## config.mk

```make
export PLATFORM = sky130hd
export DESIGN_NAME = memoryMapper
export DESIGN_NICKNAME = d
export VERILOG_FILES = /design/src/hw/socPkg.sv /design/src/hw/memoryMapper.sv
export SDC_FILE = /design/constraint.sdc
export NUM_CORES = 1
export LEC_CHECK = 0
export BUFFER_PORTS_ARGS = -buffer_cell sky130_fd_sc_hd__buf_2
export CAP_MARGIN = 40
export CORE_MARGIN = 2
export CORE_UTILIZATION = 31
export CTS_CLUSTER_DIAMETER = 120
export DETAILED_ROUTE_END_ITERATION = 8
export PLACE_DENSITY = 0.81
export SLEW_MARGIN = 5
export SYNTH_ARGS = -nofsm -noshare
export SYNTH_HDL_FRONTEND = slang
export SYNTH_SLANG_ARGS = --single-unit
```

## constraint.sdc

```tcl
create_clock -name clk -period 1.7 [get_ports clk]
set_input_delay 0.17 -clock clk [delete_from_list [all_inputs] [get_ports clk]]
set_output_delay 0.17 -clock clk [all_outputs]
set_load 0.01 [all_outputs]
```

## src/hw/socPkg.sv

```systemverilog
package socPkg;

	// ROM region, 16-word image repeats across it
	localparam logic [15:0] romBase = 16'h0000;
	localparam logic [15:0] romTop  = 16'h1FFF;

	// Byte-writable RAM region
	localparam logic [15:0] ramBase = 16'h2000;
	localparam logic [15:0] ramTop  = 16'h7FFF;

	// Register blocks, four words each
	localparam logic [15:0] uartBase = 16'hFFF0;
	localparam logic [15:0] intBase  = 16'hFFF4;

	// Memory sizes in words
	localparam int romWords = 16;
	localparam int ramWords = 24576;

	// Clocks per serial bit
	localparam int uartDivisor = 16;
	localparam int uartCountW  = $clog2(uartDivisor);

	// Counter type for the bit timers
	typedef logic [uartCountW-1:0] uartCount;

	// UART register offsets
	localparam logic [1:0] uartRegData   = 2'd0;
	localparam logic [1:0] uartRegStatus = 2'd1;

	// Interrupt controller register offsets
	localparam logic [1:0] intRegPending = 2'd0;
	localparam logic [1:0] intRegMask    = 2'd1;

	// Source 0 is UART receive full, 1..3 are pins
	localparam int intSources = 4;

	// Processor request, strobes active low
	typedef struct packed {
		logic [15:0] addr;
		logic        rdN;
		logic        wr0N;
		logic        wr1N;
	} busReq;

	// Strobes for a register device
	typedef struct packed {
		logic       rd;
		logic       wr;
		logic [1:0] regAddr;
	} devStrobe;

	// RAM controls, be1 is bits 15:8
	typedef struct packed {
		logic en;
		logic wr;
		logic be0;
		logic be1;
	} ramCtrl;

	// One-hot device hit
	typedef struct packed {
		logic ram;
		logic rom;
		logic uart;
		logic intc;
	} devSelect;

endpackage
```

## src/hw/memoryMapper.sv

```systemverilog
`timescale 1ns/1ps

module memoryMapper (
	input  logic             clk,
	input  logic             arstN,
	input  socPkg::busReq    req,
	output logic [15:0]      cpuDin,
	input  logic [15:0]      busDin,
	input  logic [15:0]      romDin,
	input  logic [15:0]      ramDin,
	input  logic [15:0]      uartDin,
	input  logic [15:0]      intDin,
	output logic             romEn,
	output socPkg::ramCtrl   ram,
	output socPkg::devStrobe uart,
	output socPkg::devStrobe intc
);

	logic             read;
	logic             write;
	logic [15:0]      romOffset;
	logic [15:0]      ramOffset;
	socPkg::devSelect hit;
	socPkg::devSelect readSel;

	assign read  = ~req.rdN;
	// Either byte lane counts as a write
	assign write = ~req.wr0N | ~req.wr1N;

	// Offsets into the memory regions
	assign romOffset = req.addr - socPkg::romBase;
	assign ramOffset = req.addr - socPkg::ramBase;

	// Address decode
	assign hit.rom  = romOffset <= (socPkg::romTop - socPkg::romBase);
	assign hit.ram  = ramOffset <= (socPkg::ramTop - socPkg::ramBase);
	assign hit.uart = req.addr[15:2] == socPkg::uartBase[15:2];
	assign hit.intc = req.addr[15:2] == socPkg::intBase[15:2];

	// ROM only clocks out data on a read
	assign romEn = hit.rom & read;

	// RAM enables and byte lanes
	always_comb begin
		ram = '0;
		if (hit.ram) begin
			ram.en = read | write;
			if (read) begin
				// Reads fetch the whole word
				ram.be0 = 1'b1;
				ram.be1 = 1'b1;
			end else if (write) begin
				ram.wr  = 1'b1;
				// Lane numbering is reversed on this processor
				ram.be1 = ~req.wr0N;
				ram.be0 = ~req.wr1N;
			end
		end
	end

	// Register device strobes
	always_comb begin
		uart.rd      = hit.uart & read;
		uart.wr      = hit.uart & write;
		uart.regAddr = req.addr[1:0];
		intc.rd      = hit.intc & read;
		intc.wr      = hit.intc & write;
		intc.regAddr = req.addr[1:0];
	end

	// Remember the source of the read in flight
	always_ff @(posedge clk or negedge arstN) begin
		if (!arstN) begin
			readSel <= '0;
		end else if (read) begin
			readSel <= hit;
		end
	end

	// All devices answer one cycle late, so mux on the stored select
	always_comb begin
		if (readSel.ram) begin
			cpuDin = ramDin;
		end else if (readSel.rom) begin
			cpuDin = romDin;
		end else if (readSel.uart) begin
			cpuDin = uartDin;
		end else if (readSel.intc) begin
			cpuDin = intDin;
		end else begin
			// Nothing on chip, pass the external bus
			cpuDin = busDin;
		end
	end

endmodule

```

==> results.txt <==
The die is 59.4 um wide. Post-synth net total: 220. Distinct cell type count of the synthesized netlist: 29. The register clock-pin slew on the reported worst setup and hold paths came out at 0.04 ns.

Setup repair after global routing could not meet its margin everywhere. The quantity of I/O buffers inserted on ports was 123; the number of placed instances with taps included was 267. Ranked by flip-flop count, first place goes to readSel. The share of flip-flops with an asynchronous set or reset after synthesis is 100%. The share of the Yosys chip area taken by registers is 10.5%. Pin placement for this block handled 130 I/O pins. Cell taking the most area after synthesis: sky130_fd_sc_hd__mux2_2. sky130_fd_sc_hd__o22ai_1 is the most common cell in the netlist. From bottom edge to top edge, the die measures 59.4 um. The logs give 1254 for the via count of the first global-routing pass and 3700 um for the total wirelength of the detailed-routed design.

Counting flops and latches in the post-synthesis netlist gives 4. Cell at the root of the clock tree: sky130_fd_sc_hd__clkbuf_4. In this run, CTS created clock tree buffers numbering 3.

The die covers 3520 um2. The tool flagged a number of max-cap violations equal to 0. The top cell type by area accounts for 19.0% of the synthesized area.

Entering global routing, the biggest net connects 33 pins. The tools report the overall power consumption as 0.000803 W. Across the VDD grid, the largest voltage drop is 0.240 mV. The tightest slew margin relative to the limit is 71.2%, and the post-route minimum period is 1.70 ns. Of the available clock period, the critical path in the final layout requires 100%. 0 antenna diodes ended up in the layout. In the final layout, the share of cells above drive strength 1 is 74.3%.

The max-slew violation total from the final report was 0. The floorplan row count is 20, and the smallest hold slack is 0.261 ns. The flow ran to the end, but the final reports show violations.

For the number of nets in the final layout, the log shows 345. By startpoint and endpoint, the worst setup path is classified as flop to output port. The multi-input combinational cells in the finished layout cover a total of 838 um2. The data required time of the worst path is 1.53 ns, and the fmax is 587 MHz.

Counting instances in the post-synthesis netlist gives the leading cell types as sky130_fd_sc_hd__o22ai_1, sky130_fd_sc_hd__a21oi_1, sky130_fd_sc_hd__mux2_2. At the worst endpoint, the arrival time is 1.53 ns. Cells fill 59.6% of the core in the end. In this run the power density over the cells is 453 nW/um2. The register with the most flip-flops in the layout has 4 of them.

Setup violations remaining at the end of the flow were counted as 2. After synthesis, the cell types taking the most area are sky130_fd_sc_hd__mux2_2, sky130_fd_sc_hd__o22ai_1, sky130_fd_sc_hd__o22ai_2, sky130_fd_sc_hd__dfrtp_1, sky130_fd_sc_hd__a21oi_1. The first TritonRoute pass finished after 4 iterations. The routed via count was 1446; the slew of the pin with the lowest slew margin was 0.428 ns. In the final layout, the registers with the most flip-flops are readSel x4.

The checks that failed: negative setup slack. In this run the critical register-to-register path is launched from readSel[0]. For this run, design rule violations remaining after detail routing come to 0.

The clock passes through at most 2 buffers. Clock latency on the worst-skew pair, taken at its later pin, is 0.24 ns. In this run the worst setup path begins at readSel[3]. The clock net in this run drives a total of 4 sinks. Among all flip-flop cells after synthesis, the most frequent one is sky130_fd_sc_hd__dfrtp_1.

The area occupied by registers is 100 um2. The count of flip-flops with a built-in enable after synthesis is 0, and the placer congestion estimate is 0.652. Between clock sinks in the finished design, the worst skew comes to 0 ns. The total area inside the core boundary comes to 2980 um2. The critical-path maximum fanout works out to 8. Excluding fillers, the count of instances in the completed layout stands at 274.

Dividing the detail-routed wire length by the instance count gives 13.5 um. The setup slack after layout is -0.00444 ns. The number of fillers in the final layout is 295. The aggregate global routing overflow came out at 0. STA classifies the critical path endpoint as an output port. The starting density of the core was 31.9%; the total standard cell area after synthesis was 950 um2.

Across every metal layer, demand over resource in global routing totals 18.5%. After synthesis, the mean cell area works out to 8.05 um2. The area growth from synthesis to layout is 86.8%. Type of the tightest min-delay check: input port to async pin.

The final count of hold timing violations is 0. The depth of the CTS H-tree is 1. In this run, the number of DRC markers left after iteration 0 of detailed routing was 38. Once detail routing completed, the nets flagged for antenna violations numbered 0. Counting every instance in the synthesized netlist gives 118. STA classifies the critical path startpoint as a flop. Once detailed placement completed, the half-perimeter wirelength came to 2900 um. The detail-routed via count per cell is 5.28. The first global-routing pass estimated 5040 um of wire. For the initial antenna violation count, the log shows 0.

TritonCTS built the clock tree. The count of yosys warnings during synthesis was 0. The tools report the leakage power total as 0.887 nW.
worst max-delay path, cell delays in order (launching register included):
cell	delay, ns
sky130_fd_sc_hd__dfrtp_1	0.39
sky130_fd_sc_hd__or3_4	0.43
sky130_fd_sc_hd__clkbuf_16	0.19
sky130_fd_sc_hd__o22ai_2	0.09
sky130_fd_sc_hd__a21oi_1	0.05
sky130_fd_sc_hd__buf_2	0.15
cell families after synthesis:
group	synth area share (%)
buffers and inverters	13.6
AOI/OAI and AO/OA	41.8
muxes	19.0
and+or+nand+nor	12.9
adders and majority gates	1.32
xor gates and xnor gates	0.922
DFF	10.5
path summary, 6_finish.rpt:
check                      slack [ns]  cells past startpoint    endpoint
hold reg to reg                  0.52                      2  readSel[1]
max in group asynchronous        1.32                      2  readSel[1]
min in group clk                 0.27                      3  readSel[1]
setup / recovery               -0.004                      5   cpuDin[0]
hold / removal                   0.26                      2  readSel[3]
setup reg to reg                 0.90                      2  readSel[0]
timing repair:
action | 4_1_cts | 5_1_grt
setup buffers | 0 | 2
endpoints found under the setup margin | 15 | 16
pin swaps | 0 | 16
hold buffers | 1 | 0
resized for setup | 5 | 20
endpoints found under the hold margin | 4 | 0
cloned | 0 | 1
power by group:
group | switching [W] | internal (W) | leakage [nW]
logic | 0.000273 | 0.000306 | 0.819
clock network | 0.0000405 | 0.0000791 | 0.0138
registers | 0.00000394 | 0.000100 | 0.0540
total | 0.000318 | 0.000485 | 0.887
stage by stage:
step | cell area, um2 | worst slack, ns | TNS (ns)
3_3_place_gp | 1570 | 0.260 | 0
6_report | 1770 | -0.00444 | -0.00675
5_1_grt | 1770 | -0.0439 | -0.460
3_5_place_dp | 1570 | 0.213 | 0
4_1_cts | 1630 | 0.00112 | 0
2_1_floorplan | 950 | 0.342 | 0
placed cells by master, fill, tap and decap left out, types with 2 or more instances in the layout:
cell type,instances
sky130_fd_sc_hd__nor4_1,4
sky130_fd_sc_hd__mux2_2,16
sky130_fd_sc_hd__o21ai_0,2
sky130_fd_sc_hd__a21oi_1,12
sky130_fd_sc_hd__nand2_1,4
sky130_fd_sc_hd__a21oi_2,6
sky130_fd_sc_hd__dfrtp_1,4
sky130_fd_sc_hd__o22ai_4,7
sky130_fd_sc_hd__o22ai_1,16
sky130_fd_sc_hd__o22ai_2,9
sky130_fd_sc_hd__inv_1,4
sky130_fd_sc_hd__nand3_1,2
sky130_fd_sc_hd__nand4b_1,2
sky130_fd_sc_hd__buf_2,123
sky130_fd_sc_hd__clkbuf_4,3
sky130_fd_sc_hd__a21o_1,2
sky130_fd_sc_hd__buf_4,8
sky130_fd_sc_hd__buf_12,2
final cells by class:
| type | instances | share of cell area (%) |
|---|---|---|
| well taps | 33 | 2.33 |
| flip-flops and latches | 4 | 5.64 |
| inverters | 5 | 1.20 |
| clock buffers | 3 | 1.27 |
| multi-input cells | 94 | 47.2 |
| repair buffers | 135 | 42.3 |
routing by layer:
metal,track usage [%],vias to the layer above,wire length [um]
li1,-,717,-
met1,21.1,650,1420
met2,35.0,77,1970
met3,2.18,2,291
met4,6.17,0,8
met5,0,-,0
Power figures use the tool's default switching activity.
