## config.mk

```make
export PLATFORM = sky130hd
export DESIGN_NAME = uartRegs
export DESIGN_NICKNAME = d
export VERILOG_FILES = /design/src/hw/socPkg.sv /design/src/hw/uartRegs.sv
export SDC_FILE = /design/constraint.sdc
export NUM_CORES = 1
export LEC_CHECK = 0
export BUFFER_PORTS_ARGS = -buffer_cell sky130_fd_sc_hd__clkbuf_2
export CORE_MARGIN = 2
export CORE_UTILIZATION = 50
export DETAILED_ROUTE_END_ITERATION = 8
export GPL_ROUTABILITY_DRIVEN = 0
export PLACE_DENSITY_LB_ADDON = 0.05
export SYNTH_ARGS = -nofsm -noshare
export SYNTH_HDL_FRONTEND = slang
export SYNTH_SLANG_ARGS = --single-unit
```

## constraint.sdc

```tcl
create_clock -name clk -period 8.38 [get_ports clk]
set_input_delay 1.676 -clock clk [delete_from_list [all_inputs] [get_ports clk]]
set_output_delay 1.676 -clock clk [all_outputs]
set_load 0.01 [all_outputs]
```

## src/hw/socPkg.sv

```systemverilog
package socPkg;

	// ROM region, 16-word image repeats across it
	localparam logic [15:0] romBase = 16'h0000;
	localparam logic [15:0] romTop  = 16'h1FFF;

	// Byte-writable RAM region
	localparam logic [15:0] ramBase = 16'h2000;
	localparam logic [15:0] ramTop  = 16'h7FFF;

	// Register blocks, four words each
	localparam logic [15:0] uartBase = 16'hFFF0;
	localparam logic [15:0] intBase  = 16'hFFF4;

	// Memory sizes in words
	localparam int romWords = 16;
	localparam int ramWords = 24576;

	// Clocks per serial bit
	localparam int uartDivisor = 16;
	localparam int uartCountW  = $clog2(uartDivisor);

	// Counter type for the bit timers
	typedef logic [uartCountW-1:0] uartCount;

	// UART register offsets
	localparam logic [1:0] uartRegData   = 2'd0;
	localparam logic [1:0] uartRegStatus = 2'd1;

	// Interrupt controller register offsets
	localparam logic [1:0] intRegPending = 2'd0;
	localparam logic [1:0] intRegMask    = 2'd1;

	// Source 0 is UART receive full, 1..3 are pins
	localparam int intSources = 4;

	// Processor request, strobes active low
	typedef struct packed {
		logic [15:0] addr;
		logic        rdN;
		logic        wr0N;
		logic        wr1N;
	} busReq;

	// Strobes for a register device
	typedef struct packed {
		logic       rd;
		logic       wr;
		logic [1:0] regAddr;
	} devStrobe;

	// RAM controls, be1 is bits 15:8
	typedef struct packed {
		logic en;
		logic wr;
		logic be0;
		logic be1;
	} ramCtrl;

	// One-hot device hit
	typedef struct packed {
		logic ram;
		logic rom;
		logic uart;
		logic intc;
	} devSelect;

endpackage
```

## src/hw/uartRegs.sv

```systemverilog
`timescale 1ns/1ps

module uartRegs (
	input  logic             clk,
	input  logic             arstN,
	input  socPkg::devStrobe strobe,
	input  logic [7:0]       din,
	output logic [15:0]      dout,
	output logic             txd,
	input  logic             rxd,
	output logic             rxFull
);

	// Transmitter state
	logic             txBusy;
	logic [3:0]       txBitCnt;
	socPkg::uartCount txClkCnt;
	logic [9:0]       txShift;
	logic             txStart;
	logic             txBitEnd;

	// Receiver state
	logic [1:0]       rxSync;
	logic             rxActive;
	logic [3:0]       rxBitCnt;
	socPkg::uartCount rxClkCnt;
	logic [7:0]       rxShift;
	logic [7:0]       rxData;
	logic             rxSample;
	logic             rxDone;
	logic             rxClear;
	logic             rdPrev;

	// Data write while busy is dropped
	assign txStart  = strobe.wr && strobe.regAddr == socPkg::uartRegData && !txBusy;
	assign txBitEnd = txClkCnt == socPkg::uartCount'(socPkg::uartDivisor - 1);
	// Line idles high
	assign txd      = txBusy ? txShift[0] : 1'b1;

	// Bit timing for the frame
	always_ff @(posedge clk or negedge arstN) begin
		if (!arstN) begin
			txBusy   <= 1'b0;
			txBitCnt <= '0;
			txClkCnt <= '0;
		end else if (txStart) begin
			txBusy   <= 1'b1;
			txBitCnt <= '0;
			txClkCnt <= '0;
		end else if (txBusy) begin
			if (txBitEnd) begin
				txClkCnt <= '0;
				// Stop bit was the tenth
				if (txBitCnt == 4'd9) begin
					txBusy <= 1'b0;
				end else begin
					txBitCnt <= txBitCnt + 1'b1;
				end
			end else begin
				txClkCnt <= txClkCnt + 1'b1;
			end
		end
	end

	// Frame shifter, stop, data LSB first, start
	always_ff @(posedge clk) begin
		if (txStart) begin
			txShift <= {1'b1, din, 1'b0};
		end else if (txBusy && txBitEnd) begin
			txShift <= {1'b1, txShift[9:1]};
		end
	end

	// Mid-bit sample point
	assign rxSample = rxActive && rxClkCnt == socPkg::uartCount'(socPkg::uartDivisor / 2 - 1);
	assign rxDone   = rxSample && rxBitCnt == 4'd9 && rxSync[1];
	// First cycle of a data register read
	assign rxClear  = strobe.rd && !rdPrev && strobe.regAddr == socPkg::uartRegData;

	always_ff @(posedge clk or negedge arstN) begin
		if (!arstN) begin
			rxSync   <= 2'b11;
			rxActive <= 1'b0;
			rxBitCnt <= '0;
			rxClkCnt <= '0;
			rxFull   <= 1'b0;
			rdPrev   <= 1'b0;
		end else begin
			rxSync <= {rxSync[0], rxd};
			rdPrev <= strobe.rd;
			if (rxClear) begin
				rxFull <= 1'b0;
			end
			if (!rxActive) begin
				rxClkCnt <= '0;
				rxBitCnt <= '0;
				// Falling edge starts a frame
				if (!rxSync[1]) begin
					rxActive <= 1'b1;
				end
			end else begin
				if (rxClkCnt == socPkg::uartCount'(socPkg::uartDivisor - 1)) begin
					rxClkCnt <= '0;
				end else begin
					rxClkCnt <= rxClkCnt + 1'b1;
				end
				if (rxSample) begin
					rxBitCnt <= rxBitCnt + 1'b1;
					if (rxBitCnt == 4'd0 && rxSync[1]) begin
						// Glitch, not a real start bit
						rxActive <= 1'b0;
					end else if (rxBitCnt == 4'd9) begin
						rxActive <= 1'b0;
						// New byte wins over a clear
						if (rxSync[1]) begin
							rxFull <= 1'b1;
						end
					end
				end
			end
		end
	end

	// Receive shifter and holding register
	always_ff @(posedge clk) begin
		if (rxSample && rxBitCnt >= 4'd1 && rxBitCnt <= 4'd8) begin
			rxShift <= {rxSync[1], rxShift[7:1]};
		end
		if (rxDone) begin
			rxData <= rxShift;
		end
	end

	// Registered read data
	always_ff @(posedge clk) begin
		if (strobe.rd) begin
			case (strobe.regAddr)
				socPkg::uartRegData:   dout <= {8'h00, rxData};
				socPkg::uartRegStatus: dout <= {14'b0, rxFull, txBusy};
				default:               dout <= '0;
			endcase
		end
	end

endmodule

```

==> results of run 1 <==
## power by group through the flow
stage | Combinational (uW) | Clock, uW | Sequential, uW
after floorplan | 130 | 0 | 385
after global placement | 150 | 0 | 398
after detailed placement | 160 | 0 | 401
after CTS | 161 | 152 | 395
after global routing | 184 | 162 | 405
final | 158 | 147 | 395
## registers in the layout (all words and copies together), names as in the netlist
register  count
rdPrev        1
rxClkCnt      4
txBitCnt      4
txShift       9
dout          8
rxActive      1
txClkCnt      4
rxSync        2
rxBitCnt      4
rxFull        1
txBusy        1
rxData        8
rxShift       8
## per-layer routing
layer / share of wire, % / vias up
li1: - / 643
met1: 46 / 627
met3: 4.8 / 6
met4: 1.8 / 0
met2: 47 / 30
met5: 0 / -
## kinds of logic (layout without fill, tap and decap cells)
logic type	after synthesis	in the layout
AO/OA/AOI/OAI	31	31
XOR/XNOR	3	3
adder cells (fa/ha/maj)	7	7
buffers and inverters	19	40
flip-flops	55	55
multiplexers	6	6
other	1	8
AND/OR/NAND/NOR	44	44
## metrics by stage
stage               hold slack [ps]  power, uW  setup slack (ps)
floorplan                     345.2      514.4              5590
global placement              347.1      547.7              5363
detailed placement            348.8      560.6              5335
CTS                           363.4      707.6              5525
global route                  370.4      751.6              5398
finish                        360.9      699.8              5544
## worst register-to-register path: stages (launching register included)
cell and delay [ps]:
dfrtp_1 400, ha_1 290, nand3b_2 210, nor4_2 360, and2_1 400
## cell type report
cell class	instances	area, sq um
fillers	367	1857
flip-flops and latches	55	1534
multi-input cells	99	683.2
repair buffers	25	127.6
clock buffers	5	68.82
well taps	52	65.06
inverters	7	26.28
clock inverters	3	22.52
## worst min path at each step
stage / from / end / slack, ps / cells past startpoint
floorplan: rxSync[0] / rxSync[1] / 350 / 0
global placement: rxSync[0] / rxSync[1] / 350 / 0
detailed placement: rxSync[0] / rxSync[1] / 350 / 0
CTS: rxSync[0] / rxSync[1] / 360 / 0
global route: rxSync[0] / rxSync[1] / 370 / 0
finish: rxSync[0] / rxSync[1] / 360 / 0
## cell usage after synthesis (2+ instances only)
library cell	count	area [sq um]
edfxtp_1	32	960.9
dfrtp_1	20	500.5
a22o_1	9	78.83
nand2_1	9	33.78
a21oi_1	8	40.04
and2_1	8	50.05
buf_4	8	60.06
nor2_1	8	30.03
ha_1	7	87.58
inv_1	6	22.52
mux2i_1	6	60.06
o21ai_1	6	30.03
buf_2	3	15.01
nand3_1	3	15.01
dfstp_2	2	52.55
nand2b_1	2	12.51
nand4_1	2	12.51
nand4b_1	2	17.52
xnor2_1	2	17.52
## placed cells by master, fill, tap and decap left out, types with 2 or more instances in the layout
master / netlist / layout
o21ai_1: 6 / 6
and2_1: 8 / 8
dfrtp_1: 20 / 20
dfstp_2: 2 / 2
clkbuf_2: 0 / 24
nor2_1: 8 / 8
xnor2_1: 2 / 2
nand4_1: 2 / 2
inv_1: 6 / 6
nand2_1: 9 / 9
edfxtp_1: 32 / 32
nand2b_1: 2 / 2
nand3_1: 3 / 3
clkbuf_8: 0 / 5
conb_1: 1 / 8
mux2i_1: 6 / 6
a22o_1: 9 / 9
ha_1: 7 / 7
inv_6: 0 / 2
nand4b_1: 2 / 2
a21oi_1: 8 / 8
==> results.md, run 1 <==
- Status: complete, no violations
- Pin slew with the least headroom to its limit: between 700 and 800 ps
- Final setup skew: between 2 and 3 ps
- Dpl hpwl: around 2500 um
- CTS Sinks: 55
- Switch Pwr: about 220 uW
- Min-delay worst type: flip-flop to flip-flop
- Fmax: 0.3526 GHz
- Final setup vio count: 0
- Tmin final: approximately 2800 ps
- Max-cap violations: 0
- Max incr delay on CP: 610 ps
- CTS Buffer Depth: 2
- Placed Area: roughly 2400 sq um
- Post-synthesis cell type count: 42
- Worst endpoint required time: around 6700 ps
- Clk pwr share: 21.0%
- R2r startpoint: rxClkCnt[0]
- Remaining DRCs: 0
- Critical path class: flip-flop to output port
- CTS root buf: clkbuf_8
- Worst setup path endpoint: txd
- Post-cts sizing count: 0
- Largest net degree at the start of global routing: 23
- Vias/cell: 5.309
- Worst R2R End: rxData[0]
- Core Box Area: around 4400 sq um
- Vias: about 1300
- Met3 GRT Util: ~4.5%
- Levels on crit path: 2
- VDD IR-drop max: 0.0001573 V
- Antenna Nets Post-Route: 0
- Wirelength per Cell: 14.61 um
- Period utilization: around a third
- Starting Density: around 52%
- Main synth FF type: edfxtp_1
- Initial antenna violation count: 0
- Number of global-route vias before repair: ~1300
- Worst setup path start: txBusy
- Final Routed Wirelength: 3595 um
- Cts hold-fix bufs: 0
- Slew Limit Fails: 0
- Die Ht: between 70 and 80 um
- Area Growth Syn to Fin: 10.14%
- Count of input and output buffers: 24
- Diodes inserted: 0
- Post-route cell area: around 2500 sq um
- Utilization after layout: slightly below 60%
- Synthesized-area fraction occupied by and/or/nand/nor cells: between 10 and 15%
- Post-CTS setup buffers: 0
- Pwr dens: 276.9 nW/um^2
- Grt peak-use layer: met2
- Htree depth: 2
- CTS tree: yes
- Static leakage: 0.001066 uW
- DR iter-0 viols: between 50 and 60
- TNS Setup: 0 ps
- Ys Warns: 0
- Overflow after GRT: 0
- Sw Share: about a third
- Share of cells above drive strength 1: about a fifth
- Post-synthesis mux area share: under 10%
- Worst Path Arrival: around 1200 ps
- Post-synth EDFFs: 32
- Overall Global Routing Usage: 15.61%
- Adder-cell share of the synthesized area: approximately 3.8%
- Comb pwr share: roughly 23%
- Flop pwr share: between 50% and 60%
- Crit path capture type: output port
- Placed Cells: 238
- Num rows: 24
- Internal power: 479.3 uW
- Nets: 215
- Grt met2 use: ~25%
- Syn avg cell area: approximately 14 sq um
- Top-level I/O count: 33
- Family with the most delay on the worst path: flip-flops
- Grt met1 use: about a fifth
- Chip Width: just over 70 um
- Reg2Reg Depth: 4
- Sequential area share after synthesis: 66.85%
- Final Hold Fails: 0
- Clk_lat worst skew: a little over 300 ps
- CP Max Fanout: 14
- Cts bufs inserted: 5
- Synth Area in Compound Gates: 9.215%
- Crit-path cells: nand2_1 -> clkbuf_2
- Syn Inst Count: roughly 170
- DIE AREA: about 5000 sq um
- Bufs and invs on worst path: 1
- Layout Cells excl Fill: roughly 250
- Register-to-register setup slack: around 6400 ps
- Yosys reg bits: between 50 and 60
- CP startpoint kind: flip-flop
- Clock transition at the registers of the reported paths: 100 ps
- Synthesized area: approximately 2300 sq um
- RSZ-0062 raised after global routing: false
- First-pass GRT wire length: 6175 um
- XOR/XNOR Fraction of Synth Area: approximately 1.1%
- Async SR Flop Fraction: 40.00%
- Largest family of logic cells by synthesized area: simple AND/OR/NAND/NOR gates
- Detailed Routing Iterations Pass 1: 6
- Critical Path Slowest Stage Cell: dfrtp_1
- Slew margin rel.: between 50% and 60%
Power figures use the tool's default switching activity.
==> run 2: changes to the inputs <==
==> constraint.sdc (replaced) <==
create_clock -name clk -period 2.3 [get_ports clk]
set_input_delay 0.46 -clock clk [delete_from_list [all_inputs] [get_ports clk]]
set_output_delay 0.46 -clock clk [all_outputs]
set_load 0.01 [all_outputs]
==> results.md, run 2 (synthesis results as in run 1) <==
- Clock transition at the registers of the reported paths: 100 ps (about the same)
- Grt met1 use: 19.09% (-1.1 points)
- Status: complete, no violations
- Detailed Routing Iterations Pass 1: 4 (-2)
- Min-delay worst type: primary input to asynchronous set/reset pin
- CTS tree: yes
- Remaining DRCs: 0 (unchanged)
- Largest Register: txShift
- Worst Path Arrival: 1940 ps (+780 ps)
- Comb pwr share: 22.9% (+0.3 points)
- CP startpoint kind: flip-flop
- Die Ht: 71.75 um (unchanged)
- Crit path capture type: flip-flop
- Cts hold-fix bufs: 0 (unchanged)
- Antenna Nets Post-Route: 0 (unchanged)
- Clk_lat worst skew: 310 ps (about the same)
- VDD IR-drop max: 0.0006179 V (+290%)
- Max reg flops: 9 (unchanged)
- Final setup vio count: 0 (unchanged)
- Most frequent cells in the layout: 32 x edfxtp_1, 24 x clkbuf_2, 20 x dfrtp_1
- Chip Width: 71.75 um (unchanged)
- Critical path class: flip-flop to flip-flop
- Slew Limit Fails: 0 (unchanged)
- Static leakage: 0.001074 uW (+0.78%)
- Starting Density: 52.34% (unchanged)
- Clk pwr share: 21.3% (+0.3 points)
- Placed Cells: 239 (+0.42%)
- First-pass GRT wire length: 5871 um (-4.9%)
- Number of global-route vias before repair: 1298 (-1.1%)
- Core Box Area: 4384 sq um (unchanged)
- DR iter-0 viols: 47 (-20%)
- Grt met2 use: 23.87% (-1.1 points)
- Period utilization: roughly 85%
- CTS Buffer Depth: 2 (unchanged)
- CP Max Fanout: 8 (-6)
- Vias/cell: 5.287 (-0.40%)
- Grt peak-use layer: met2
- Vias: 1306 (unchanged)
- Most common cell after layout, fill and taps aside: edfxtp_1
- Share of cells above drive strength 1: 21.03% (+0.41 points)
- Largest net degree at the start of global routing: 23 (unchanged)
- Overall Global Routing Usage: 14.82% (-0.79 points)
- Htree depth: 2 (unchanged)
- Tmin final: between 1500 and 2000 ps
- Initial antenna violation count: 0 (unchanged)
- Diodes inserted: 0 (unchanged)
- Flop pwr share: 55.8% (-0.6 points)
- Slew margin rel.: 56.13% (+4.0 points)
- Multi-input logic area: 683.2 sq um (unchanged)
- Switch Pwr: 807.1 uW (+270%)
- CTS root buf: clkbuf_8
- RSZ-0062 raised after global routing: false
- Met3 GRT Util: 4.360% (-0.14 points)
- Area Growth Syn to Fin: 10.63%
- Post-cts sizing count: 0 (unchanged)
- Final Routed Wirelength: 3374 um (-6.1%)
- Utilization after layout: 57.91% (+0.26 points)
- Pwr dens: 1010 nW/um^2 (+260%)
- Internal power: 1757 uW (+270%)
- Count of input and output buffers: 24 (unchanged)
- Sw Share: 31.47% (-0.041 points)
- Dpl hpwl: 2465 um (-3.2%)
- Final Hold Fails: 0 (unchanged)
- Final setup skew: 7.893 ps (+5.078 ps)
- TNS Setup: 0 ps (unchanged)
- Worst endpoint required time: 2290 ps (-4410 ps)
- Max-cap violations: 0 (unchanged)
- Register-to-register setup slack: 350 ps (-6040 ps)
- Top-level I/O count: 33 (unchanged)
- Sequential cell area: 1534 sq um (unchanged)
- Fillers: 377 (+2.7%)
- Layout Cells excl Fill: 247 (+0.41%)
- Post-CTS setup buffers: 0 (unchanged)
- Wirelength per Cell: 13.66 um (-6.5%)
- Overflow after GRT: 0 (unchanged)
- Cts bufs inserted: 5 (unchanged)
- Nets: 216 (+0.47%)
- Pin slew with the least headroom to its limit: 656.3 ps (-60.48 ps)
- Fmax: slightly above 0.5 GHz
- CTS Sinks: 55 (unchanged)
- DIE AREA: 5147 sq um (unchanged)
- Num rows: 24 (unchanged)
## run 2: cell types whose count changed in the layout (fill, tap and decap cells not counted)
cell and change:
buf_4 +1, clkinv_4 +1, clkinvlp_2 -1
## run 2: worst max-delay path, stage by stage, from the launching register on
cell and delay (ps):
dfrtp_1 410, ha_1 300, nand3b_2 200, nor4_2 340, and2_1 370
## run 2: final cells by class
cell class	count	share of cell area, %
well taps	52	2.563
repair buffers	26	5.323
flip-flops and latches	55	60.42
clock buffers	5	2.711
clock inverters	3	1.035
multi-input cells	99	26.91
inverters	7	1.035
## run 2: routing by layer
layer	vias to the layer above	part of all wire (%)	routed length (um)
met1	622	47	1573
met2	31	47	1570
met3	6	5.2	175
met4	0	1.6	55
li1	647	-	-
met5	-	0	0
## run 2: power groups by stage
stage / combinational, uW / sequential [uW] / clock (uW)
2_1_floorplan: 475 / 1400 / 0
3_3_place_gp: 560 / 1440 / 0
3_5_place_dp: 598 / 1450 / 0
4_1_cts: 602 / 1430 / 560
5_1_grt: 680 / 1460 / 606
6_report: 587 / 1430 / 545
## run 2: worst paths after layout
check,startpoint,to,cells past startpoint
max reg2reg,rxClkCnt[0],rxData[0],4
max in group asynchronous,arstN,rxSync[1],1
min reg2reg,rxSync[0],rxSync[1],0
max,rxClkCnt[0],rxData[0],4
min in group clk,rxd,rxSync[0],1
min,arstN,rxActive,1
## run 2: metrics by stage
step                hold slack, ps  area (sq um)  setup WS (ps)  total power, uW
floorplan                    164.4          2322          18.55             1877
global placement             349.7          2444          458.8             1996
detailed placement           347.8          2444          354.1             2050
CTS                          124.9          2539          327.9             2593
global route                 136.8          2539          228.5             2749
finish                       109.7          2539          349.7             2564
