## config.mk

```make
export PLATFORM = sky130hd
export DESIGN_NAME = interruptCtrl
export DESIGN_NICKNAME = d
export VERILOG_FILES = /design/src/hw/socPkg.sv /design/src/hw/interruptCtrl.sv
export SDC_FILE = /design/constraint.sdc
export NUM_CORES = 1
export LEC_CHECK = 0
export ABC_CLOCK_PERIOD_IN_PS = 1150
export BUFFER_PORTS_ARGS = -buffer_cell sky130_fd_sc_hd__buf_2
export CAP_MARGIN = 20
export CORE_MARGIN = 4
export CORE_UTILIZATION = 45
export DETAILED_ROUTE_END_ITERATION = 8
export PLACE_DENSITY = 0.84
export SYNTH_ARGS = -nofsm -noshare
export SYNTH_HDL_FRONTEND = slang
export SYNTH_SLANG_ARGS = --single-unit
```

## constraint.sdc

```tcl
create_clock -name clk -period 1.15 [get_ports clk]
set_input_delay 0.1725 -clock clk [delete_from_list [all_inputs] [get_ports clk]]
set_output_delay 0.1725 -clock clk [all_outputs]
set_load 0.02 [all_outputs]
```

## src/hw/socPkg.sv

```systemverilog
package socPkg;

	// ROM region, 16-word image repeats across it
	localparam logic [15:0] romBase = 16'h0000;
	localparam logic [15:0] romTop  = 16'h1FFF;

	// Byte-writable RAM region
	localparam logic [15:0] ramBase = 16'h2000;
	localparam logic [15:0] ramTop  = 16'h7FFF;

	// Register blocks, four words each
	localparam logic [15:0] uartBase = 16'hFFF0;
	localparam logic [15:0] intBase  = 16'hFFF4;

	// Memory sizes in words
	localparam int romWords = 16;
	localparam int ramWords = 24576;

	// Clocks per serial bit
	localparam int uartDivisor = 16;
	localparam int uartCountW  = $clog2(uartDivisor);

	// Counter type for the bit timers
	typedef logic [uartCountW-1:0] uartCount;

	// UART register offsets
	localparam logic [1:0] uartRegData   = 2'd0;
	localparam logic [1:0] uartRegStatus = 2'd1;

	// Interrupt controller register offsets
	localparam logic [1:0] intRegPending = 2'd0;
	localparam logic [1:0] intRegMask    = 2'd1;

	// Source 0 is UART receive full, 1..3 are pins
	localparam int intSources = 4;

	// Processor request, strobes active low
	typedef struct packed {
		logic [15:0] addr;
		logic        rdN;
		logic        wr0N;
		logic        wr1N;
	} busReq;

	// Strobes for a register device
	typedef struct packed {
		logic       rd;
		logic       wr;
		logic [1:0] regAddr;
	} devStrobe;

	// RAM controls, be1 is bits 15:8
	typedef struct packed {
		logic en;
		logic wr;
		logic be0;
		logic be1;
	} ramCtrl;

	// One-hot device hit
	typedef struct packed {
		logic ram;
		logic rom;
		logic uart;
		logic intc;
	} devSelect;

endpackage
```

## src/hw/interruptCtrl.sv

```systemverilog
`timescale 1ns/1ps

module interruptCtrl (
	input  logic                          clk,
	input  logic                          arstN,
	input  socPkg::devStrobe              strobe,
	input  logic [socPkg::intSources-1:0] din,
	output logic [15:0]                   dout,
	input  logic [socPkg::intSources-1:0] sources,
	output logic                          irq
);

	logic [socPkg::intSources-1:0] pending;
	logic [socPkg::intSources-1:0] mask;
	logic [socPkg::intSources-1:0] srcPrev;
	logic [socPkg::intSources-1:0] rise;
	logic [socPkg::intSources-1:0] clear;

	// Rising edges only, a held level fires once
	assign rise  = sources & ~srcPrev;
	// Write ones to clear
	assign clear = (strobe.wr && strobe.regAddr == socPkg::intRegPending) ? din : '0;
	assign irq   = |(pending & mask);

	always_ff @(posedge clk or negedge arstN) begin
		if (!arstN) begin
			pending <= '0;
			mask    <= '0;
			srcPrev <= '0;
		end else begin
			srcPrev <= sources;
			// Edge beats a simultaneous clear
			pending <= (pending & ~clear) | rise;
			if (strobe.wr && strobe.regAddr == socPkg::intRegMask) begin
				mask <= din;
			end
		end
	end

	// Registered read data, zero extended
	always_ff @(posedge clk) begin
		if (strobe.rd) begin
			case (strobe.regAddr)
				socPkg::intRegPending: dout <= 16'(pending);
				socPkg::intRegMask:    dout <= 16'(mask);
				default:               dout <= '0;
			endcase
		end
	end

endmodule

```

==> out/metrics.cfg, run 1 <==
[place]
gp_congestion=0.7815
dp_hpwl_um=1059
portBuffers=18
dpl_cell_area_um2=808.3

[power]
p_seq_share_pct=55.7
p_comb_share_pct=20.8
p_int_uw=877.3
peakVddDrop_mv=0.6192
p_clk_share_pct=23.5
p_total_mw=1.209
total_leakage_power_nw=0.4372
swShare_pct=27.45
switchingPower_uw=331.9
p_per_area_mw_per_mm2=1337

[sta]
maxSlewViolCount=0
max_freq_mhz=788.5
post-route-min-period_ns=1.268
rsz0062_at_grt=yes
skew_ns=0.0004822
period_share_pct=110.3
setup-violations-final=1
hold_viol=0
fin_ws_ns=-0.1182

[layout]
drive_above_1_share_pct=40.23
final_util_pct=58.69
layout.nets=103
diodes=0
design_area_um2=904.6
syn2layout_area_growth_pct=21.72

[critical_path]
critPathArrivalTime_ns=1.10
crit_slowest_cell=dfrtp_1
required_ns=0.98
cp_slowest_stage_delay_ns=0.41
cp-start-kind=register
endpoint_kind=output pin
path_cells=a22oi_2 > nand2_1 > buf_6
crit_fanout=2
criticalPathCategory=register to output pin

[routing]
routedWlPerCell_um=14.74
dr.pass1.iters=4
drc=0
drtIter0Drc=11
vias_per_cell=5.087
wl_um=1518
num_vias=524
drtAntennaViolNets=0

[clock_network]
cts_root_buf=clkbuf_4
cts.htree.levels=1
path_clk_slew_ns=0.08
cts_sinks=16
clk_path_buf_depth=2
insertion_delay_ns=0.28
cts_buffers=3
cts_tree=done

[floorplan]
initial_core_util_pct=48.21
core_area_mm2=0.001541
die_h_um=48.64
die_x_um=48.64
ios=31
row_count=14
die_area_mm2=0.002366

[run_status]
outcome=finished, violations left
violations=negative setup slack

[grt]
grt_pass1_vias=509
use_met1_pct=13.36
grtUsageMet2_pct=21.74
grt.busiest_layer=met2
overflow=0
grt_antenna_before_repair=0
grt_pass1_wl_um=2290
grt_max_degree=13
track_usage_pct=13.01
grtUsageMet3_pct=3.067

[logic_synthesis]
syn_area_um2=743.2
synth-seq-cells=16
postSynthAreaPerCell_um2=12.60
ys_types=15
ys_seq_area_share_pct=56.57
ys_warn_count=0
syn_inst=59

[min_path]
hp-class=primary input to register

[flow_run]
max_cap_viol_count=0

==> layout by cell type (no fill, tap or decap) <==
cell / count
edfxtp_1: 4
mux2i_1: 4
buf_6: 1
nand2_1: 1
nor2_1: 4
a221o_1: 4
mux2_2: 4
dfrtp_1: 12
inv_1: 4
buf_4: 7
or3b_4: 1
conb_1: 12
nor2b_1: 4
a22oi_2: 2
buf_2: 17
clkbuf_4: 3
nand3b_1: 1
dlygate4sd3_1: 2
==> metal layers <==
layer	part of all wire, %	wire length, µm	vias to the layer above
met3	5.3	81	7
li1	-	-	237
met2	53	801	22
met4	4.4	67	0
met5	0	0	-
met1	37	569	258
==> metrics by stage <==
step | instances | hold slack (ns) | setup TNS (ns) | setup slack, ns
finish | 103 | 0.009073 | -0.1182 | -0.1182
global placement | 93 | 0.05284 | 0 | 0.01317
global route | 103 | -0.005981 | -0.1593 | -0.1593
floorplan | 70 | -0.1231 | 0 | 0.07750
CTS | 100 | 0.004589 | -0.1286 | -0.1286
detailed placement | 93 | 0.06684 | -0.04654 | -0.02860
==> layout make-up <==
type	count	area, µm²
fillers	134	636.9
well taps	16	20.02
clock buffers	3	22.52
multi-input cells	37	257.7
flip-flops and latches	16	420.4
inverters	4	15.01
repair buffers	27	168.9
==> synth_stat cells (all sizes together) <==
cell / number / area [µm²]
a22oi: 2 / 15.01
buf: 13 / 101.4
edfxtp: 4 / 120.1
dfrtp: 12 / 300.3
or3b: 1 / 11.26
conb: 1 / 3.750
mux2: 4 / 45.04
a221o: 4 / 40.04
mux2i: 4 / 40.04
nand2: 1 / 3.750
nor2b: 4 / 25.02
inv: 4 / 15.01
nand3b: 1 / 7.510
nor2: 4 / 15.01
==> power groups by stage <==
stage / registers, mW / logic, mW / clock network (mW)
3_5_place_dp: 0.683 / 0.207 / 0
5_1_grt: 0.679 / 0.271 / 0.322
4_1_cts: 0.671 / 0.241 / 0.291
6_report: 0.673 / 0.252 / 0.284
2_1_floorplan: 0.689 / 0.155 / 0
3_3_place_gp: 0.680 / 0.199 / 0
==> worst max-delay path: cells and delay by family, from the launching register on <==
family | cells | cell delay, ns
AOI/OAI and AO/OA | 1 | 0.18
and+or+nand+nor | 1 | 0.08
DFF | 1 | 0.41
buffers and inverters | 1 | 0.13
==> sequential cells by signal (all words and copies together) (netlist names) <==
name	cells
dout	4
pending	4
mask	4
srcPrev	4
==> what timing repair did <==
item                                    in CTS  in global routing
hold buffers                                 1                  1
resized for setup                            3                  1
gates cloned                                 0                  0
pin swaps                                    2                  0
buffers inserted                             3                  2
endpoints found under the setup margin       1                  1
endpoints found under the hold margin       12                  1
==> final timing paths <==
kind | endpoint | slack [ns] | startpoint | cells past startpoint
setup / recovery | irq | -0.12 | pending[2]$_DFF_PN0_ | 3
hold / removal | srcPrev[2]$_DFF_PN0_ | 0.009 | sources[2] | 1
setup reg to reg | pending[3]$_DFF_PN0_ | 0.07 | pending[3]$_DFF_PN0_ | 3
hold reg to reg | mask[1]$_DFFE_PN0P_ | 0.56 | mask[1]$_DFFE_PN0P_ | 1
max in group asynchronous | srcPrev[0]$_DFF_PN0_ | 0.65 | arstN | 2
min in group asynchronous | srcPrev[1]$_DFF_PN0_ | 0.29 | arstN | 2
==> cell families after synthesis <==
| group | share of synthesized area, % |
|---|---|
| multiplexers | 11.45 |
| other | 0.5046 |
| buffers and inverters | 15.66 |
| AO/OA/AOI/OAI | 7.407 |
| AND/OR/NAND/NOR | 8.416 |
| flip-flops | 56.57 |
(Power assumes the default switching activity.)
==> run 2: changes to the inputs <==
Settings changed: BUFFER_PORTS_ARGS -buffer_cell sky130_fd_sc_hd__buf_2 to default, CORE_UTILIZATION 45 to 50, DONT_BUFFER_PORTS from default to 1, PLACE_DENSITY 0.84 to 0.73.
==> run 2 against run 1 <==
The flow still finishes with violations (negative setup slack). Sequential cell count is the same. Total power grew 3.2%. Sequential power grew 2%. Final area shrank 7.1%. Global-route usage grew 1.7 points. Clock power grew 31%. Worst setup slack gained 0.072 ns. Worst hold slack gained 0.016 ns. Combinational power shrank 25%. Non-clock buffer count shrank 17. Largest cell class unchanged. Largest power group unchanged.
==> out/metrics.cfg, run 2 (synthesis gave the netlist of run 1 again) <==
[layout]
fin_cells=86  ; -17%
final_util_pct=62.28  ; +3.6 points
mostFrequentLayoutCells=conb_1, dfrtp_1, dlygate4sd3_1
diodes=0  ; unchanged
syn2layout_area_growth_pct=13.13
drive_above_1_share_pct=22.54  ; -18 points
layout.nets=86  ; -17%

[sta]
hold_viol=0  ; unchanged
post-route-min-period_ns=1.196  ; -0.07229 ns
slew_headroom_pct=64.24
maxSlewViolCount=0  ; unchanged
period_share_pct=104.0  ; -6.3 points
skew_ns=0.002943  ; +0.002461 ns
worst_pin_slew_ns=0.5347
setup-violations-final=1  ; unchanged
fin_ws_ns=-0.04596  ; +0.07229 ns
rsz0062_at_grt=yes
max_freq_mhz=836.1  ; +6.0%

[routing]
routedWlPerCell_um=15.19  ; +3.0%
drc=0  ; unchanged
drtAntennaViolNets=0  ; unchanged
dr.pass1.iters=3  ; -1
drtIter0Drc=6  ; -5
vias_per_cell=4.884  ; -4.0%
wl_um=1306  ; -14%
num_vias=420  ; -20%

[clock_network]
cts.htree.levels=1  ; unchanged
cts_tree=done
cts_sinks=16  ; unchanged
insertion_delay_ns=0.29  ; about the same
path_clk_slew_ns=0.09  ; about the same
clk_path_buf_depth=2  ; unchanged
cts_buffers=3  ; unchanged
cts_root_buf=clkbuf_4

[critical_path]
criticalPathCategory=register to output pin
crit_slowest_cell=dfrtp_1
crit_fanout=2  ; unchanged
cp-start-kind=register
required_ns=0.98  ; about the same
endpoint_kind=output pin
cp_slowest_stage_delay_ns=0.39  ; -0.02 ns
crit_buf_inv=0  ; -1
critPathTopFamily=flip-flops
path_cells=a22oi_2 > nand2_2
critPathArrivalTime_ns=1.02  ; -0.08 ns

[grt]
grt_antenna_before_repair=0  ; unchanged
track_usage_pct=14.68  ; +1.7 points
grt_pass1_wl_um=2090  ; -8.7%
grt_pass1_vias=425  ; -17%
overflow=0  ; unchanged
grt_max_degree=13  ; unchanged

[place]
portBuffers=0  ; -18
dp.cells=72  ; -23%
dp_hpwl_um=953.5  ; -10%
gp_congestion=0.6782  ; -13%
dp_slack_ns=0.1294  ; +0.1580 ns

[floorplan]
ios=31  ; unchanged
die_h_um=46.56  ; -4.3%
core_area_mm2=0.001350  ; -12%
initial_core_util_pct=55.05  ; +6.8 points
die_x_um=46.56  ; -4.3%
die_area_mm2=0.002167  ; -8.4%
row_count=13  ; -1

[power]
p_total_mw=1.248  ; +3.2%
p_per_area_mw_per_mm2=1484  ; +11%
total_leakage_power_nw=0.3738  ; -14%
peakVddDrop_mv=0.7292  ; +18%

[min_path]
hp-class=primary input to register

[run_status]
outcome=finished, violations left
violations=negative setup slack

[flow_run]
max_cap_viol_count=0  ; unchanged

run 2: cell types whose count changed in the layout (fill, tap and decap cells not counted):
cell	delta
dlygate4sd3_1	+4
nand2_1	-1
nand2_2	+1
clkbuf_8	+1
buf_4	-3
buf_6	-1
buf_2	-17
run 2: path summary, 6_finish.rpt:
check	slack, ns	startpoint	endpoint	depth (start not counted)
max in group asynchronous	0.50	arstN	srcPrev[0]$_DFF_PN0_	1
max reg2reg	0.11	pending[2]$_DFF_PN0_	pending[2]$_DFF_PN0_	3
max	-0.05	pending[0]$_DFF_PN0_	irq	2
min in group asynchronous	0.29	arstN	mask[2]$_DFFE_PN0P_	1
min reg2reg	0.57	mask[1]$_DFFE_PN0P_	mask[1]$_DFFE_PN0P_	1
min	0.03	din[1]	mask[1]$_DFFE_PN0P_	1
run 2: timing repair:
action,in CTS,in global routing
pin swaps,3,2
hold buffers,6,0
gates resized for setup,3,0
hold endpoints to repair,20,0
gates cloned,0,0
setup buffers,3,1
setup endpoints to repair,1,1
run 2: worst reg2reg max path: cells and delay by family, from the launching register on:
kind                   cells  cell delay (ns)
AOI/OAI and AO/OA          1             0.25
and+or+nand+nor            1             0.12
DFF                        1             0.42
buffers and inverters      1             0.15
run 2: area by class of cell:
| type | count | area (µm²) |
|---|---|---|
| sequential | 16 | 420.4 |
| timing repair buffer | 10 | 90.09 |
| inverter | 4 | 15.01 |
| clock buffer | 4 | 36.28 |
| tap | 15 | 18.77 |
| fill | 109 | 509.2 |
| multi-input combinational | 37 | 260.3 |
run 2: per-layer routing:
metal  vias up  share of wire, %  GRT usage [%]  wire, µm
met2        23                49          21.70       643
met4         0               1.8          8.523        23
met1       192                38          16.63       491
met3         2                11          7.813       149
met5         -                 0              0         0
li1        203                 -              -         -
run 2: power breakdown:
group	internal (mW)	switching, mW
logic	0.0897	0.0980
registers	0.639	0.0489
clock network	0.193	0.179
total	0.922	0.326
run 2: metrics by stage:
stage	TNS (ns)	cell area (µm²)	hold slack, ns
after floorplan	0	784.5	-0.1231
after global placement	0	701.9	-0.1228
after detailed placement	0	701.9	-0.1228
after CTS	-0.04635	833.3	0.02231
after global routing	-0.09249	840.8	0.009583
final	-0.04596	840.8	0.02552
==> run 3: changes to the inputs <==
Settings changed: ABC_CLOCK_PERIOD_IN_PS 1150 to 1100, PLACE_DENSITY 0.73 to 0.76.
Clock period 1.15 ns to 1.1 ns, I/O delays scaled along.
==> run 3 against run 2 <==
The flow still finishes with violations (negative setup slack). Worst hold slack got worse by 0.012 ns. Critical endpoint unchanged. Clock-buffer cell count decreased by 1. Die area unchanged. First-iteration DRC count decreased by 33%. Total power decreased by 1.3%.
==> out/metrics.cfg, run 3 (synthesis gave the netlist of run 1 again) <==
[sta]
fin_ws_ns=-0.06894  ; -0.02298 ns
post-route-min-period_ns=1.169
max_freq_mhz=855.5
maxSlewViolCount=0  ; unchanged
rsz0062_at_grt=yes
slew_headroom_pct=65.07  ; +0.84 points
skew_ns=0.01015  ; +0.007206 ns
final.setup.tns_ns=-0.06894  ; -0.02298 ns
worst_pin_slew_ns=0.5222  ; -0.01250 ns
period_share_pct=106.3
hold_viol=0  ; unchanged
setup-violations-final=1  ; unchanged

[routing]
drc=0  ; unchanged
vias_per_cell=4.943  ; +1.2%
wl_um=1170  ; -10%
dr.pass1.iters=2  ; -1
drtAntennaViolNets=0  ; unchanged
num_vias=430  ; +2.4%
drtIter0Drc=4  ; -2
routedWlPerCell_um=13.45  ; -11%

[layout]
layout.nets=87  ; +1.2%
fill_cells=116  ; +6.4%
mostFrequentLayoutCells=conb_1, dfrtp_1, dlygate4sd3_1, buf_4
diodes=0  ; unchanged
syn2layout_area_growth_pct=12.79
fin_cells=87  ; +1.2%
drive_above_1_share_pct=22.22  ; -0.31 points

[power]
peakVddDrop_mv=1.149  ; +58%
total_leakage_power_nw=0.3730  ; -0.22%
p_per_area_mw_per_mm2=1470  ; -0.98%

[floorplan]
row_count=13  ; unchanged
die_area_mm2=0.002167  ; unchanged
die_x_um=46.56  ; unchanged
core_area_mm2=0.001350  ; unchanged
ios=31  ; unchanged
die_h_um=46.56  ; unchanged
initial_core_util_pct=55.05  ; unchanged

[min_path]
hp-class=primary input to register
hold_depth=1  ; unchanged

[grt]
grt_antenna_before_repair=0  ; unchanged
grt_pass1_wl_um=1911  ; -8.6%
overflow=0  ; unchanged
grt_max_degree=13  ; unchanged
grt_pass1_vias=441  ; +3.8%
track_usage_pct=13.15  ; -1.5 points

[place]
gp_congestion=0.6829  ; +0.69%
portBuffers=0  ; unchanged
dp_hpwl_um=881.7  ; -7.5%
dp_slack_ns=0.09080  ; -0.03860 ns
dp.cells=72  ; unchanged

[clock_network]
cts_root_buf=clkbuf_4
cts.htree.levels=1  ; unchanged
cts_sinks=16  ; unchanged
path_clk_slew_ns=0.09  ; about the same
clk_path_buf_depth=2  ; unchanged
insertion_delay_ns=0.29  ; about the same
cts_buffers=3  ; unchanged
cts_tree=done

[run_status]
outcome=finished, violations left
violations=negative setup slack

[critical_path]
critPathArrivalTime_ns=1.00  ; -0.02 ns
endpoint_kind=output pin
required_ns=0.94  ; -0.04 ns
crit_fanout=4  ; +2
criticalPathCategory=register to output pin
ff2ff_path_depth=3  ; unchanged
cp-start-kind=register

[flow_run]
max_cap_viol_count=0  ; unchanged

run 3: worst max-delay path, stage by stage (launching register included):
cell	delay (ns)
dfrtp_1	0.42
a22oi_2	0.17
nand2_2	0.13
run 3: worst paths after layout:
kind | slack, ns | startpoint | to
setup / recovery | -0.07 | pending[1]$_DFF_PN0_ | irq
hold / removal | 0.01 | sources[2] | pending[2]$_DFF_PN0_
setup reg to reg | 0.07 | pending[0]$_DFF_PN0_ | pending[0]$_DFF_PN0_
hold reg to reg | 0.56 | srcPrev[1]$_DFF_PN0_ | pending[1]$_DFF_PN0_
max in group asynchronous | 0.46 | arstN | mask[0]$_DFFE_PN0P_
min in group asynchronous | 0.28 | arstN | pending[1]$_DFF_PN0_
run 3: report_power, final:
group,internal (mW),leakage (nW),switching [mW],total [mW]
clock network,0.132,0.0154,0.177,0.309
registers,0.668,0.171,0.0504,0.719
logic,0.102,0.186,0.102,0.204
total,0.902,0.373,0.330,1.23
run 3: what timing repair did:
action	4_1_cts	5_1_grt
endpoints found under the setup margin	1	1
buffers inserted	5	0
hold buffers	6	0
resized for setup	3	0
pin swaps	3	0
endpoints found under the hold margin	20	0
run 3: through the flow:
step / total power, mW / area, µm² / hold WS, ns / util, %
floorplan: 0.8831 / 784.5 / -0.1306 / -
global placement: 0.8611 / 701.9 / -0.1303 / 51.99
detailed placement: 0.8655 / 701.9 / -0.1303 / 51.99
CTS: 1.243 / 838.3 / 0.01310 / 62.09
global route: 1.306 / 838.3 / 0.003027 / 62.09
finish: 1.232 / 838.3 / 0.01374 / 62.09
run 3: final cells by class:
class / instances / area (µm²) / share of cell area (%)
inverter: 4 / 15.01 / 1.791
clock inverter: 1 / 3.754 / 0.4478
clock buffer: 3 / 22.52 / 2.687
sequential: 16 / 420.4 / 50.15
multi-input combinational: 37 / 260.3 / 31.04
tap: 15 / 18.77 / 2.239
timing repair buffer: 11 / 97.59 / 11.64
run 3: per-layer routing:
metal / routed length [µm] / GRT usage, %
met2: 584 / 19.51
met1: 476 / 15.89
met3: 109 / 8.203
met5: 0 / 0
met4: 0 / 3.409
